**src/isaPkg.sv**
```systemverilog
package isaPkg;

  // Word and field widths
  localparam int wordBits = 32;
  localparam int opcodeBits = 4;
  // Address field sits below the opcode
  localparam int operandBits = 28;

  typedef logic [wordBits-1:0] word_t;
  typedef logic [opcodeBits-1:0] opcode_t;

  // Opcode values, top four bits of the instruction
  localparam opcode_t opAdd = 4'd0;
  localparam opcode_t opSubt = 4'd1;
  localparam opcode_t opAnd = 4'd2;
  localparam opcode_t opOr = 4'd3;
  localparam opcode_t opNot = 4'd4;
  localparam opcode_t opHalt = 4'd5;
  localparam opcode_t opLoad = 4'd6;
  localparam opcode_t opStore = 4'd7;
  localparam opcode_t opClear = 4'd8;
  localparam opcode_t opSkip = 4'd9;
  localparam opcode_t opJump = 4'd10;

  // Accumulator action chosen by decode
  typedef enum logic [2:0] {
    aluHold,
    aluLoad,
    aluAdd,
    aluSub,
    aluAnd,
    aluOr,
    aluNot,
    aluClear
  } aluOp_t;

endpackage

```
**src/memPkg.sv**
```systemverilog
package memPkg;

  // Word addressed memory, program and data share it
  localparam int memAddrBits = 8;
  localparam int memWords = 1 << memAddrBits;

  // Low bits of the instruction address field
  typedef logic [memAddrBits-1:0] memAddr_t;

endpackage

```
**src/controlSequencer.sv**
```systemverilog
`timescale 1ns/10ps

module controlSequencer (
  input  logic             clock,
  input  logic             rstN,
  input  logic             start,
  input  isaPkg::word_t    rdData,
  // Decoded fields of the current instruction
  input  memPkg::memAddr_t operand,
  input  isaPkg::aluOp_t   aluOp,
  input  logic             needsOperand,
  input  logic             isStore,
  input  logic             isSkip,
  input  logic             isJump,
  input  logic             isHalt,
  // Accumulator state
  input  logic             accZero,
  input  isaPkg::word_t    acc,
  input  logic             resultReady,
  output isaPkg::word_t    instr,
  output logic             idle,
  output logic             halted,
  // Memory processor port
  output memPkg::memAddr_t rdAddr,
  output logic             wrEn,
  output memPkg::memAddr_t wrAddr,
  output isaPkg::word_t    wrData,
  // Accumulator control
  output logic             exec,
  output logic             clear,
  output isaPkg::word_t    aluOperand,
  // Store result offer
  output logic             resultValid,
  output memPkg::memAddr_t resultAddr,
  output isaPkg::word_t    resultData
);
  import isaPkg::*;
  import memPkg::*;

  typedef enum logic [2:0] {
    sIdle,
    sFetchAddr,
    sFetchData,
    sOperandAddr,
    sOperandData,
    sExecute,
    sHalted
  } phase_t;

  phase_t state;
  phase_t stateNext;
  memAddr_t pc;
  memAddr_t pcNext;
  word_t irReg;
  word_t mbr;
  logic inExecute;

  assign idle = (state == sIdle);
  assign halted = (state == sHalted);
  assign inExecute = (state == sExecute);
  // Accumulator cleared on the start pulse
  assign clear = idle && start;

  // Decode sees the fetched word as it arrives so the next phase can be chosen
  assign instr = (state == sFetchData) ? rdData : irReg;

  // Instruction address except while reading the operand
  assign rdAddr = (state == sOperandAddr) ? operand : pc;

  // Store offered in execute, memory written on the handshake
  assign resultValid = inExecute && isStore;
  assign resultAddr = operand;
  assign resultData = acc;
  assign wrEn = resultValid && resultReady;
  assign wrAddr = operand;
  assign wrData = acc;

  // Accumulator update only for instructions that change it
  assign exec = inExecute && (aluOp != aluHold);
  assign aluOperand = mbr;

  // Next program counter
  always_comb begin
    if (isJump) begin
      pcNext = operand;
    end else if (isSkip && accZero) begin
      pcNext = pc + memAddr_t'(2);
    end else begin
      pcNext = pc + memAddr_t'(1);
    end
  end

  // Phase machine
  always_comb begin
    stateNext = state;
    case (state)
      sIdle: if (start) stateNext = sFetchAddr;
      sFetchAddr: stateNext = sFetchData;
      sFetchData: stateNext = needsOperand ? sOperandAddr : sExecute;
      sOperandAddr: stateNext = sOperandData;
      sOperandData: stateNext = sExecute;
      sExecute: begin
        // Store stalls here until the result is taken
        if (isHalt) begin
          stateNext = sHalted;
        end else if (!isStore || resultReady) begin
          stateNext = sFetchAddr;
        end
      end
      // Stays halted until reset
      sHalted: stateNext = sHalted;
      default: stateNext = sIdle;
    endcase
  end

  always_ff @(posedge clock or negedge rstN) begin
    if (!rstN) begin
      state <= sIdle;
      pc <= '0;
    end else begin
      state <= stateNext;
      if (clear) begin
        // Run begins at address 0
        pc <= '0;
      end else if (inExecute && stateNext == sFetchAddr) begin
        pc <= pcNext;
      end
    end
  end

  // Instruction and operand words
  always_ff @(posedge clock) begin
    if (state == sFetchData) begin
      irReg <= rdData;
    end
    if (state == sOperandData) begin
      mbr <= rdData;
    end
  end

endmodule

```
**config.mk**
```make
export PLATFORM = sky130hd
export DESIGN_NAME = controlSequencer
export DESIGN_NICKNAME = d
export VERILOG_FILES = /design/src/isaPkg.sv /design/src/memPkg.sv /design/src/controlSequencer.sv
export SDC_FILE = /design/constraint.sdc
export NUM_CORES = 1
export LEC_CHECK = 0
export ABC_CLOCK_PERIOD_IN_PS = 3800
export BUFFER_PORTS_ARGS = -buffer_cell sky130_fd_sc_hd__buf_2
export CAP_MARGIN = 0
export CORE_MARGIN = 4
export CORE_UTILIZATION = 35
export CTS_CLUSTER_DIAMETER = 50
export CTS_CLUSTER_SIZE = 10
export DETAILED_ROUTE_END_ITERATION = 8
export PLACE_DENSITY_LB_ADDON = 0.3
export SKIP_LAST_GASP = 1
export SYNTH_ARGS = -nofsm -noshare
export SYNTH_HDL_FRONTEND = slang
export SYNTH_SLANG_ARGS = --single-unit
```
**constraint.sdc**
```tcl
create_clock -name clock -period 3.8 [get_ports clock]
set_clock_uncertainty 0.15 [all_clocks]
set_input_delay 0.19 -clock clock [delete_from_list [all_inputs] [get_ports clock]]
set_output_delay 0.19 -clock clock [all_outputs]
set_load 0.1 [all_outputs]
```
# Word-level counts from Yosys, hierarchy flattened

Index checks and enable logic that the tools add are counted.

Bits in registers: 75
Word-level logic and storage cells: 35

Add/sub/neg operators: 2
Eq/ne operators: 7
Multiplexer cells: 11
Reduce and logical (&&, ||, !) cells: 11

Operators with widths:

| kind                | count |
|---|---|
| $mux 8              | 5 |
| $mux 32             | 1 |
| $pmux 3 s7          | 1 |
| $mux 3              | 4 |
| $eq 3x3->1 const B  | 3 |
| $add 8x1->8 const B | 1 |
| $add 8x2->8 const B | 1 |
| $eq 3x1->1 const B  | 2 |
| $eq 3x2->1 const B  | 2 |
| $logic_and 1x1->1   | 6 |
| $logic_not 3->1     | 1 |
| $reduce_bool 3->1   | 1 |
| $reduce_bool 2->1   | 1 |
| $logic_not 1->1     | 1 |
| $logic_or 1x1->1    | 1 |

# Longest topological paths before layout

Gate-level depths: netlist of run 1.

Depth in word-level cells: 9
Gate-level depth with buffers: 6

# Worst setup path after synthesis of run 1

No wires, ideal clock.

Path type: register to register
Start: register state[2]
End: register mbr[0], in the netlist aluOperand[0], enable pin
Arrival time: 2.815 ns
Required time: 3.189 ns
Slack: 0.374 ns
Cell stages (with the launch flop): 4
Path buffers: 1
Period minus slack after synthesis: 3.426 ns
Cell sequence: dfrtp_1 > buf_4 > inv_1 > nor3_1

Word-level cells in the longest chain between the ends: 1

Ends and longest elaborated chain:

| item                   | line                    | text |
|---|---|---|
| from (decl)            | controlSequencer.sv:50  | `phase_t state;` |
| from (signal assigned) | controlSequencer.sv:118 | `state <= sIdle;` |
| from (signal assigned) | controlSequencer.sv:121 | `state <= stateNext;` |
| $eq 3x3->1             | controlSequencer.sv:136 | `if (state == sOperandData) begin` |
| to (signal assigned)   | controlSequencer.sv:137 | `mbr <= rdData;` |
| to (decl)              | controlSequencer.sv:55  | `word_t mbr;` |

Every way passes these cells.
A chain may end at the register's enable or synchronous reset.

# Final worst setup path of run 1

Start: register state[0]
End: output port instr[6]

Word-level cells in the longest chain between the ends: 2

Ends and longest elaborated chain:

| item       | line                   | text |
|---|---|---|
| $eq 3x2->1 | controlSequencer.sv:65 | `assign instr = (state == sFetchData) ? rdData : irReg;` |
| $mux 32    | n/a                    |  |
| to (decl)  | controlSequencer.sv:20 | `output isaPkg::word_t instr,` |

Every way passes these cells.

==> impl_metrics.tcl, run 1 <==
set metrics [dict create \
    reg2reg_from "state[2]" \
    crit_type "register to primary output" \
    end_kind "primary output" \
    crit_cells 4 \
    worst_pin_slew_ns 0.9190 \
    synthToLayoutAreaGrowth_pct 23.71 \
    die_h_microns 109.0 \
    first_iter_violations 41 \
    drtPass1Iterations 5 \
    antenna_found_initial 0 \
    grt_pass1_wl_microns 12420 \
    r2r_end "aluOperand[9]" \
    diodes 0 \
    antenna_left 0 \
    start_util_pct 36.21 \
    track_usage_pct 13.76 \
    crit_path_max_incr_delay_ns 0.70 \
    cts.clk_slew.worst_paths_ns 0.08 \
    tns_ns 0 \
    final_cell_mix "buf_2, mux2_2, dlygate4sd3_1" \
    dieArea_sq_um 11890 \
    rsz0062_at_grt "false" \
    fmax_mhz 347.2 \
    cp_cell_sequence "nand2b_4, nor2_4, mux2_2, buf_2" \
    syn-cell-area_sq_um 3572 \
    routed_wl_microns 8141 \
    synth.area.top_cells "edfxtp_1, dfxtp_1, buf_4" \
    hold_start "operand[0]" \
    hold_violations 0 \
    synth_edf_count 32 \
    dp_hpwl_microns 6066 \
    postSynthAreaPerCell_sq_um 12.28 \
    cts_tree "built" \
    hold_class "input port to register" \
    grt_overflow 0 \
    htreeDepth 3 \
    hold_depth 3 \
    start_kind "register" \
    grt_max_degree 33 \
    nNetsFinal 484 \
    synth_top_cell_by_area "edfxtp_1" \
    finalMaxSlewViolations 0 \
    r2r_cells 3 \
    final_util_pct 44.80 \
    grt_use_met1_pct 15.42 \
    synth-main-ff-cell "edfxtp_1" \
    root_buffer "clkbuf_8" \
    wl_per_cell_microns 15.22 \
    busiest_layer "met2" \
    worstPathMaxFanout 32 \
    worst-endpoint-required_ns 3.46 \
    io_buffer_count 146 \
    maxCapViolCount 0 \
    min_period_over_period_pct 75.79 \
    use_met3_pct 5.447 \
    worstPathArrival_ns 2.54 \
    slew_headroom_pct 38.59 \
    drc 0 \
    synth_cells 291 \
    max-clock-path-buffers 2 \
    pin_count 243 \
    grt.met2_usage_pct 23.16 \
    cts_buffers 9 \
    fill_cells 938 \
    drive_gt1_share_pct 54.48 \
    die_x_microns 109.0 \
    async_reset_ff_share_pct 14.67 \
    holdPathEnd "pc[0]" \
    seq_area_frac_synth_pct 52.54 \
    ys_ff_latch 75 \
    crit_family "simple AND/OR/NAND/NOR gates" \
    synth-warning-count 0 \
    dpl_worst_slack_ns 1.199 \
    core_sq_um 9864 \
    syn_nets 378 \
    clkLatencyLatePin_ns 0.34 \
    status "completed" \
    vias 2424 \
    gp_congestion 0.8237 \
    final_common_cell "buf_2" \
    setup_viol 0 \
    synth_top_area_share_pct 26.90 \
    r2r_setup_slack_ns 1.58 \
    grt_pass1_vias 2359 \
    yosysUniqueCellTypes 45 \
    cp_slowest_cell "nor2_4" \
    via_per_inst 4.531 \
    timing.final.ws_setup_ns 0.9202 \
    fp-row-count 36 \
    clock-sinks 75 \
    cp_num_buf_inv 1 \
    period_needed_ns 2.880 \
]
[worst max-delay path by stage]
stage          slack, ns      from             to
6_report            0.92  state[0]       instr[6]
5_1_grt             0.70  state[0]      instr[31]
4_1_cts             0.80  state[0]       instr[6]
3_5_place_dp        1.20  state[0]       instr[6]
3_3_place_gp        1.22  state[0]      instr[14]
2_1_floorplan       0.37  state[2]  aluOperand[0]
[worst min-delay path, delay by kind of cell]
kind / cells / cell delay, ns
AOI/OAI and AO/OA: 1 / 0.08
buffers and inverters: 1 / 0.12
and+or+nand+nor: 1 / 0.08
[metal layers]
layer / share of wire, % / routed length, microns / vias up
met5: 0 / 0 / -
met4: 1.6 / 132 / 0
met3: 10 / 815 / 16
met2: 50 / 4088 / 149
met1: 38 / 3105 / 1107
li1: - / - / 1152
[kinds of logic (layout without fill, tap and decap cells)]
group | count (synthesis) | after routing | share of synthesized area [%]
buffers and inverters | 93 | 204 | 19.12
flip-flops | 75 | 75 | 52.54
AND/OR/NAND/NOR | 47 | 47 | 8.336
multiplexers | 40 | 40 | 12.61
AO/OA/AOI/OAI | 33 | 33 | 6.445
adder cells (fa/ha/maj) | 2 | 2 | 0.7004
XOR/XNOR | 1 | 1 | 0.2452
[synthesized netlist by cell type, drive strengths merged (2+ instances only)]
| cell type | count |
|---|---|
| a21o | 2 |
| a21oi | 8 |
| a32o | 2 |
| and2 | 2 |
| buf | 87 |
| dfrtp | 11 |
| dfxtp | 32 |
| edfxtp | 32 |
| ha | 2 |
| inv | 5 |
| mux2 | 40 |
| nand2 | 7 |
| nand3 | 6 |
| nand4 | 2 |
| nor2 | 13 |
| nor2b | 2 |
| nor3 | 7 |
| o21ai | 9 |
| o221ai | 2 |
| or2 | 2 |
[final cells by class]
cell class | count | area [sq um] | share of cell area (%)
Sequential cell | 75 | 1877 | 42.47
Tap cell | 133 | 166.4 | 3.766
Timing Repair Buffer | 183 | 1111 | 25.14
Multi-Input combinational cell | 123 | 1017 | 23.02
Inverter | 5 | 18.77 | 0.4247
Clock buffer | 9 | 123.9 | 2.803
Clock inverter | 7 | 105.1 | 2.378
[timing repair]
item,in CTS,in global routing
hold endpoints to repair,78,0
gates resized for setup,0,0
hold buffers,36,0
setup endpoints to repair,0,0
setup buffers,0,0
[sequential cells by signal, indices dropped and copies added (netlist names)]
signal and count:
pc 8, state 3, aluOperand 32, irReg 32
[stage by stage]
| stage | instances | instance area (sq um) | hold WS, ns |
|---|---|---|---|
| floorplan | 291 | 3572 | -0.2556 |
| global placement | 483 | 3830 | -0.05997 |
| detailed placement | 483 | 3830 | -0.05800 |
| CTS | 535 | 4419 | 0.00009431 |
| global route | 535 | 4419 | 0.04263 |
| finish | 535 | 4419 | 0.02009 |
Power of run 1 is left out: the tool's default activity adds up to more than one toggle a clock period on the data nets, which glitch-free logic cannot reach.
==> run 2: changes to the inputs <==
Settings changed: ABC_CLOCK_PERIOD_IN_PS 3800 to 2460.
Clock period 3.8 ns to 2.46 ns, I/O delays scaled along.
==> impl_metrics.tcl, run 2 (synthesized netlist as in run 1, its figures left out) <==
set metrics [dict create \
    cts_tree "built" \
    vias 2472 \
    synthToLayoutAreaGrowth_pct 39.40 \
    drive_gt1_share_pct 55.37 \
    io_buffer_count 146 \
    worst-endpoint-required_ns 2.58 \
    period_needed_ns 2.286 \
    fmax_mhz 437.4 \
    drtPass1Iterations 4 \
    end_kind "register" \
    final_cell_mix "buf_2, dlygate4sd3_1, mux2_2" \
    maxCapViolCount 0 \
    worst_pin_slew_ns 0.5234 \
    worstPathArrival_ns 2.41 \
    antenna_found_initial 0 \
    start_util_pct 36.21 \
    dp_cells 485 \
    min_period_over_period_pct 92.94 \
    status "completed" \
    worstPathMaxFanout 13 \
    slew_headroom_pct 65.35 \
    grt_overflow 0 \
    core_sq_um 9864 \
    antenna_left 0 \
    clkLatencyLatePin_ns 0.35 \
    fin_cells 543 \
    clock-sinks 75 \
    grt_pass1_wl_microns 13120 \
    track_usage_pct 14.66 \
    crit_type "register to register" \
    fill_cells 865 \
    root_buffer "clkbuf_8" \
    die_h_microns 109.0 \
    fp-row-count 36 \
    setup_viol 0 \
    hold_slack_ns 0.02976 \
    diodes 0 \
    cts_setup_buffers 0 \
    pin_count 243 \
    htreeDepth 3 \
    finalMaxSlewViolations 0 \
    die_x_microns 109.0 \
    dp_hpwl_microns 6572 \
    dieArea_sq_um 11890 \
    routed_wl_microns 8913 \
    rsz0062_at_grt "false" \
    nNetsFinal 492 \
    hold_class "input port to asynchronous set/reset pin" \
    first_iter_violations 71 \
    grt_pass1_vias 2525 \
    wl_per_cell_microns 16.41 \
    cts.clk_slew.worst_paths_ns 0.09 \
    cts_buffers 9 \
    via_per_inst 4.552 \
    start_kind "register" \
    hold_violations 0 \
    grt_max_degree 33 \
    max-clock-path-buffers 2 \
    drc 0 \
    gp_congestion 0.8235 \
    final_common_cell "buf_2" \
]
-- run 2: cell types whose count changed in the layout (fill, tap and decap cells not counted), sizes merged --
cell / delta
bufinv: -2
inv: -1
clkinvlp: +3
clkbuf: +5
dlygate4sd3: +6
buf: -3
-- run 2: area by class of cell --
class | instances | area, sq um | area share, %
sequential | 75 | 1879 | 37.74
tap | 133 | 166.4 | 3.342
timing repair buffer | 191 | 1692 | 33.97
clock buffer | 9 | 123.9 | 2.487
clock inverter | 7 | 60.06 | 1.206
multi-input combinational | 123 | 1036 | 20.80
inverter | 5 | 22.52 | 0.4523
-- run 2: worst paths after layout --
| kind | startpoint | endpoint | slack, ns | cells past startpoint |
|---|---|---|---|---|
| max | state[1] | pc[0] | 0.17 | 5 |
| min | rstN | pc[3] | 0.03 | 2 |
| max reg2reg | state[1] | pc[0] | 0.17 | 5 |
| min reg2reg | irReg[1] | irReg[1] | 0.37 | 1 |
| max in group asynchronous | rstN | state[2] | 1.88 | 2 |
| min in group clock | operand[6] | pc[6] | 0.04 | 4 |
-- run 2: timing repair --
item / 4_1_cts / 5_1_grt
resized for setup: 0 / 7
hold buffers: 42 / 0
hold endpoints to repair: 83 / 0
setup endpoints to repair: 0 / 36
-- run 2: stage by stage --
step / instance area [sq um] / setup TNS [ns] / utilization [%] / worst slack [ns]
floorplan: 3593 / -0.4250 / - / -0.01328
global placement: 4360 / 0 / 44.20 / 0.4515
detailed placement: 4360 / 0 / 44.20 / 0.4395
CTS: 4965 / 0 / 50.33 / 0.02409
global route: 4980 / 0 / 50.48 / 0.03382
finish: 4980 / 0 / 50.48 / 0.1737
-- run 2: worst max-delay path, cell delays in order, from the launching register on --
cell and delay, ns:
dfrtp_2 0.52, nand3b_4 0.25, nor3_4 0.42, nand3_1 0.14, dlygate4sd3_1 0.58, a31oi_1 0.16
-- run 2: per-layer routing --
| metal | vias to the layer above | routed length [microns] | track usage, % |
|---|---|---|---|
| met2 | 147 | 4512 | 25.04 |
| met5 | - | 0 | 0 |
| li1 | 1179 | - | - |
| met3 | 26 | 928 | 5.625 |
| met1 | 1120 | 3210 | 15.64 |
| met4 | 0 | 261 | 7.665 |
Power of run 2 is left out for the same reason.
==> run 3: changes to the inputs <==
Settings changed: ABC_AREA set to 1.
==> impl_metrics.tcl, run 3 <==
set metrics [dict create \
    drc 0 \
    cts.clk_slew.worst_paths_ns 0.09 \
    synth-warning-count 0 \
    start_util_pct 36.12 \
    dieArea_sq_um 11810 \
    async_reset_ff_share_pct 14.67 \
    routed_wl_microns 8458 \
    synth_top_area_share_pct 27.09 \
    end_kind "primary output" \
    yosysMostFrequentCell "nand2_1" \
    io_buffer_count 146 \
    track_usage_pct 14.59 \
    final_common_cell "nand2_1" \
    synth-main-ff-cell "edfxtp_1" \
    slew_headroom_pct 57.70 \
    grt_max_degree 31 \
    rsz0062_at_grt "true" \
    wl_per_cell_microns 13.13 \
    hold_violations 0 \
    status "completed" \
    setup_viol 0 \
    worstPathArrival_ns 2.03 \
    htreeDepth 3 \
    grt_overflow 0 \
    start_kind "register" \
    synth.area.top_cells "edfxtp_1, dfxtp_1, buf_4" \
    synth_cells 397 \
    drtPass1Iterations 4 \
    nNetsFinal 593 \
    fp-row-count 36 \
    postSynthAreaPerCell_sq_um 8.935 \
    root_buffer "clkbuf_8" \
    max-clock-path-buffers 2 \
    gp_congestion 0.8298 \
    clkLatencyLatePin_ns 0.34 \
    synth_edf_count 32 \
    antenna_left 0 \
    syn-cell-area_sq_um 3547 \
    synthToLayoutAreaGrowth_pct 27.90 \
    cts_buffers 9 \
    hold_slack_ns 0.02263 \
    worst_pin_slew_ns 0.6330 \
    worstPathMaxFanout 17 \
    pin_count 243 \
    worst-endpoint-required_ns 2.19 \
    wl_met2_microns 4050 \
    grt_pass1_vias 2846 \
    seq_area_frac_synth_pct 52.91 \
    final_cell_mix "nand2_1, buf_2, dlygate4sd3_1" \
    ys_top_cells_by_count "nand2_1, buf_4, dfxtp_1, edfxtp_1, nand3_1" \
    fmax_mhz 434.5 \
    maxCapViolCount 0 \
    die_h_microns 108.7 \
    antenna_found_initial 0 \
    hold_class "input port to asynchronous set/reset pin" \
    dp_hpwl_microns 6038 \
    clock-sinks 75 \
    diodes 0 \
    core_sq_um 9819 \
    finalMaxSlewViolations 0 \
    crit_type "register to primary output" \
    die_x_microns 108.7 \
    grt_pass1_wl_microns 13390 \
    syn_nets 484 \
    drive_gt1_share_pct 35.81 \
    yosysUniqueCellTypes 29 \
    dr_wl_met3_microns 835 \
    period_needed_ns 2.301 \
    cts_tree "built" \
    synth_top_cell_by_area "edfxtp_1" \
    topRoutingLayerUsed "met4" \
    min_period_over_period_pct 93.55 \
    vias 2825 \
    first_iter_violations 146 \
    ys_ff_latch 75 \
    wl_met1_microns 3452 \
    via_per_inst 4.387 \
]
[run 3: cell count changes in the layout (fill, tap and decap cells not counted), sizes merged, moves of 5 or more]
cell / before / now
inv: 8 / 23
clkbuf: 14 / 34
dlygate4sd3: 42 / 37
mux2: 40 / 2
buf: 144 / 125
nor3: 7 / 2
nand2: 7 / 133
nand3: 6 / 27
nor2: 13 / 20
[run 3: worst max-delay path, cell delays in order (launching register included)]
cell     delay (ns)
dfrtp_1        0.47
inv_2          0.10
nand2_1        0.10
nor2_2         0.15
buf_4          0.27
nand2_1        0.07
nand2_1        0.09
buf_2          0.43
[run 3: repair_timing]
action | in CTS | in global routing
resized for setup | 0 | 32
setup buffers | 0 | 0
endpoints found under the hold margin | 79 | 0
setup endpoints to repair | 0 | 33
hold buffers | 37 | 0
[run 3: cell type report]
type | instances | area (sq um)
clock buffers | 9 | 123.9
clock inverters | 7 | 90.09
fillers | 946 | 5283
inverters | 22 | 85.08
multi-input cells | 211 | 967.2
flip-flops and latches | 75 | 1878
well taps | 133 | 166.4
repair buffers | 187 | 1226
[run 3: kinds of logic (layout without fill, tap and decap cells)]
kind of cell / Yosys count / in the layout / share of synthesized area, %
multiplexers: 2 / 2 / 0.6349
XOR/XNOR: 1 / 1 / 0.2470
flip-flops: 75 / 75 / 52.91
buffers and inverters: 111 / 225 / 20.35
AND/OR/NAND/NOR: 186 / 186 / 22.15
AO/OA/AOI/OAI: 20 / 20 / 2.998
adder cells (fa/ha/maj): 2 / 2 / 0.7054
[run 3: layer usage]
metal | vias to the layer above | GRT usage, %
met5 | - | 0
met4 | 0 | 6.132
met3 | 14 | 6.157
met2 | 127 | 24.18
met1 | 1276 | 16.50
li1 | 1408 | -
[run 3: stage by stage]
step | instances | worst slack (ns) | util, % | instance area [sq um] | setup TNS, ns
after global placement | 591 | 0.4581 | 39.53 | 3881 | 0
after global routing | 644 | -0.03300 | 46.20 | 4537 | -0.03300
after detailed placement | 591 | 0.4191 | 39.53 | 3881 | 0
after floorplan | 397 | -0.2617 | - | 3561 | -4.107
final | 644 | 0.1587 | 46.20 | 4537 | 0
after CTS | 644 | 0.01446 | 45.48 | 4466 | 0
[run 3: path summary, 6_finish.rpt]
path                            slack, ns         to  cells after the start  startpoint
worst min register to register       0.30  irReg[12]                      2   irReg[12]
min in group clock                   0.03      pc[7]                      5  operand[7]
worst max-delay path                 0.16  instr[29]                      7    state[0]
worst max register to register       0.60      pc[0]                      9    state[2]
max in group asynchronous            1.91      pc[4]                      2        rstN
worst min-delay path                 0.02   state[0]                      2        rstN
Power of run 3 is left out for the same reason.
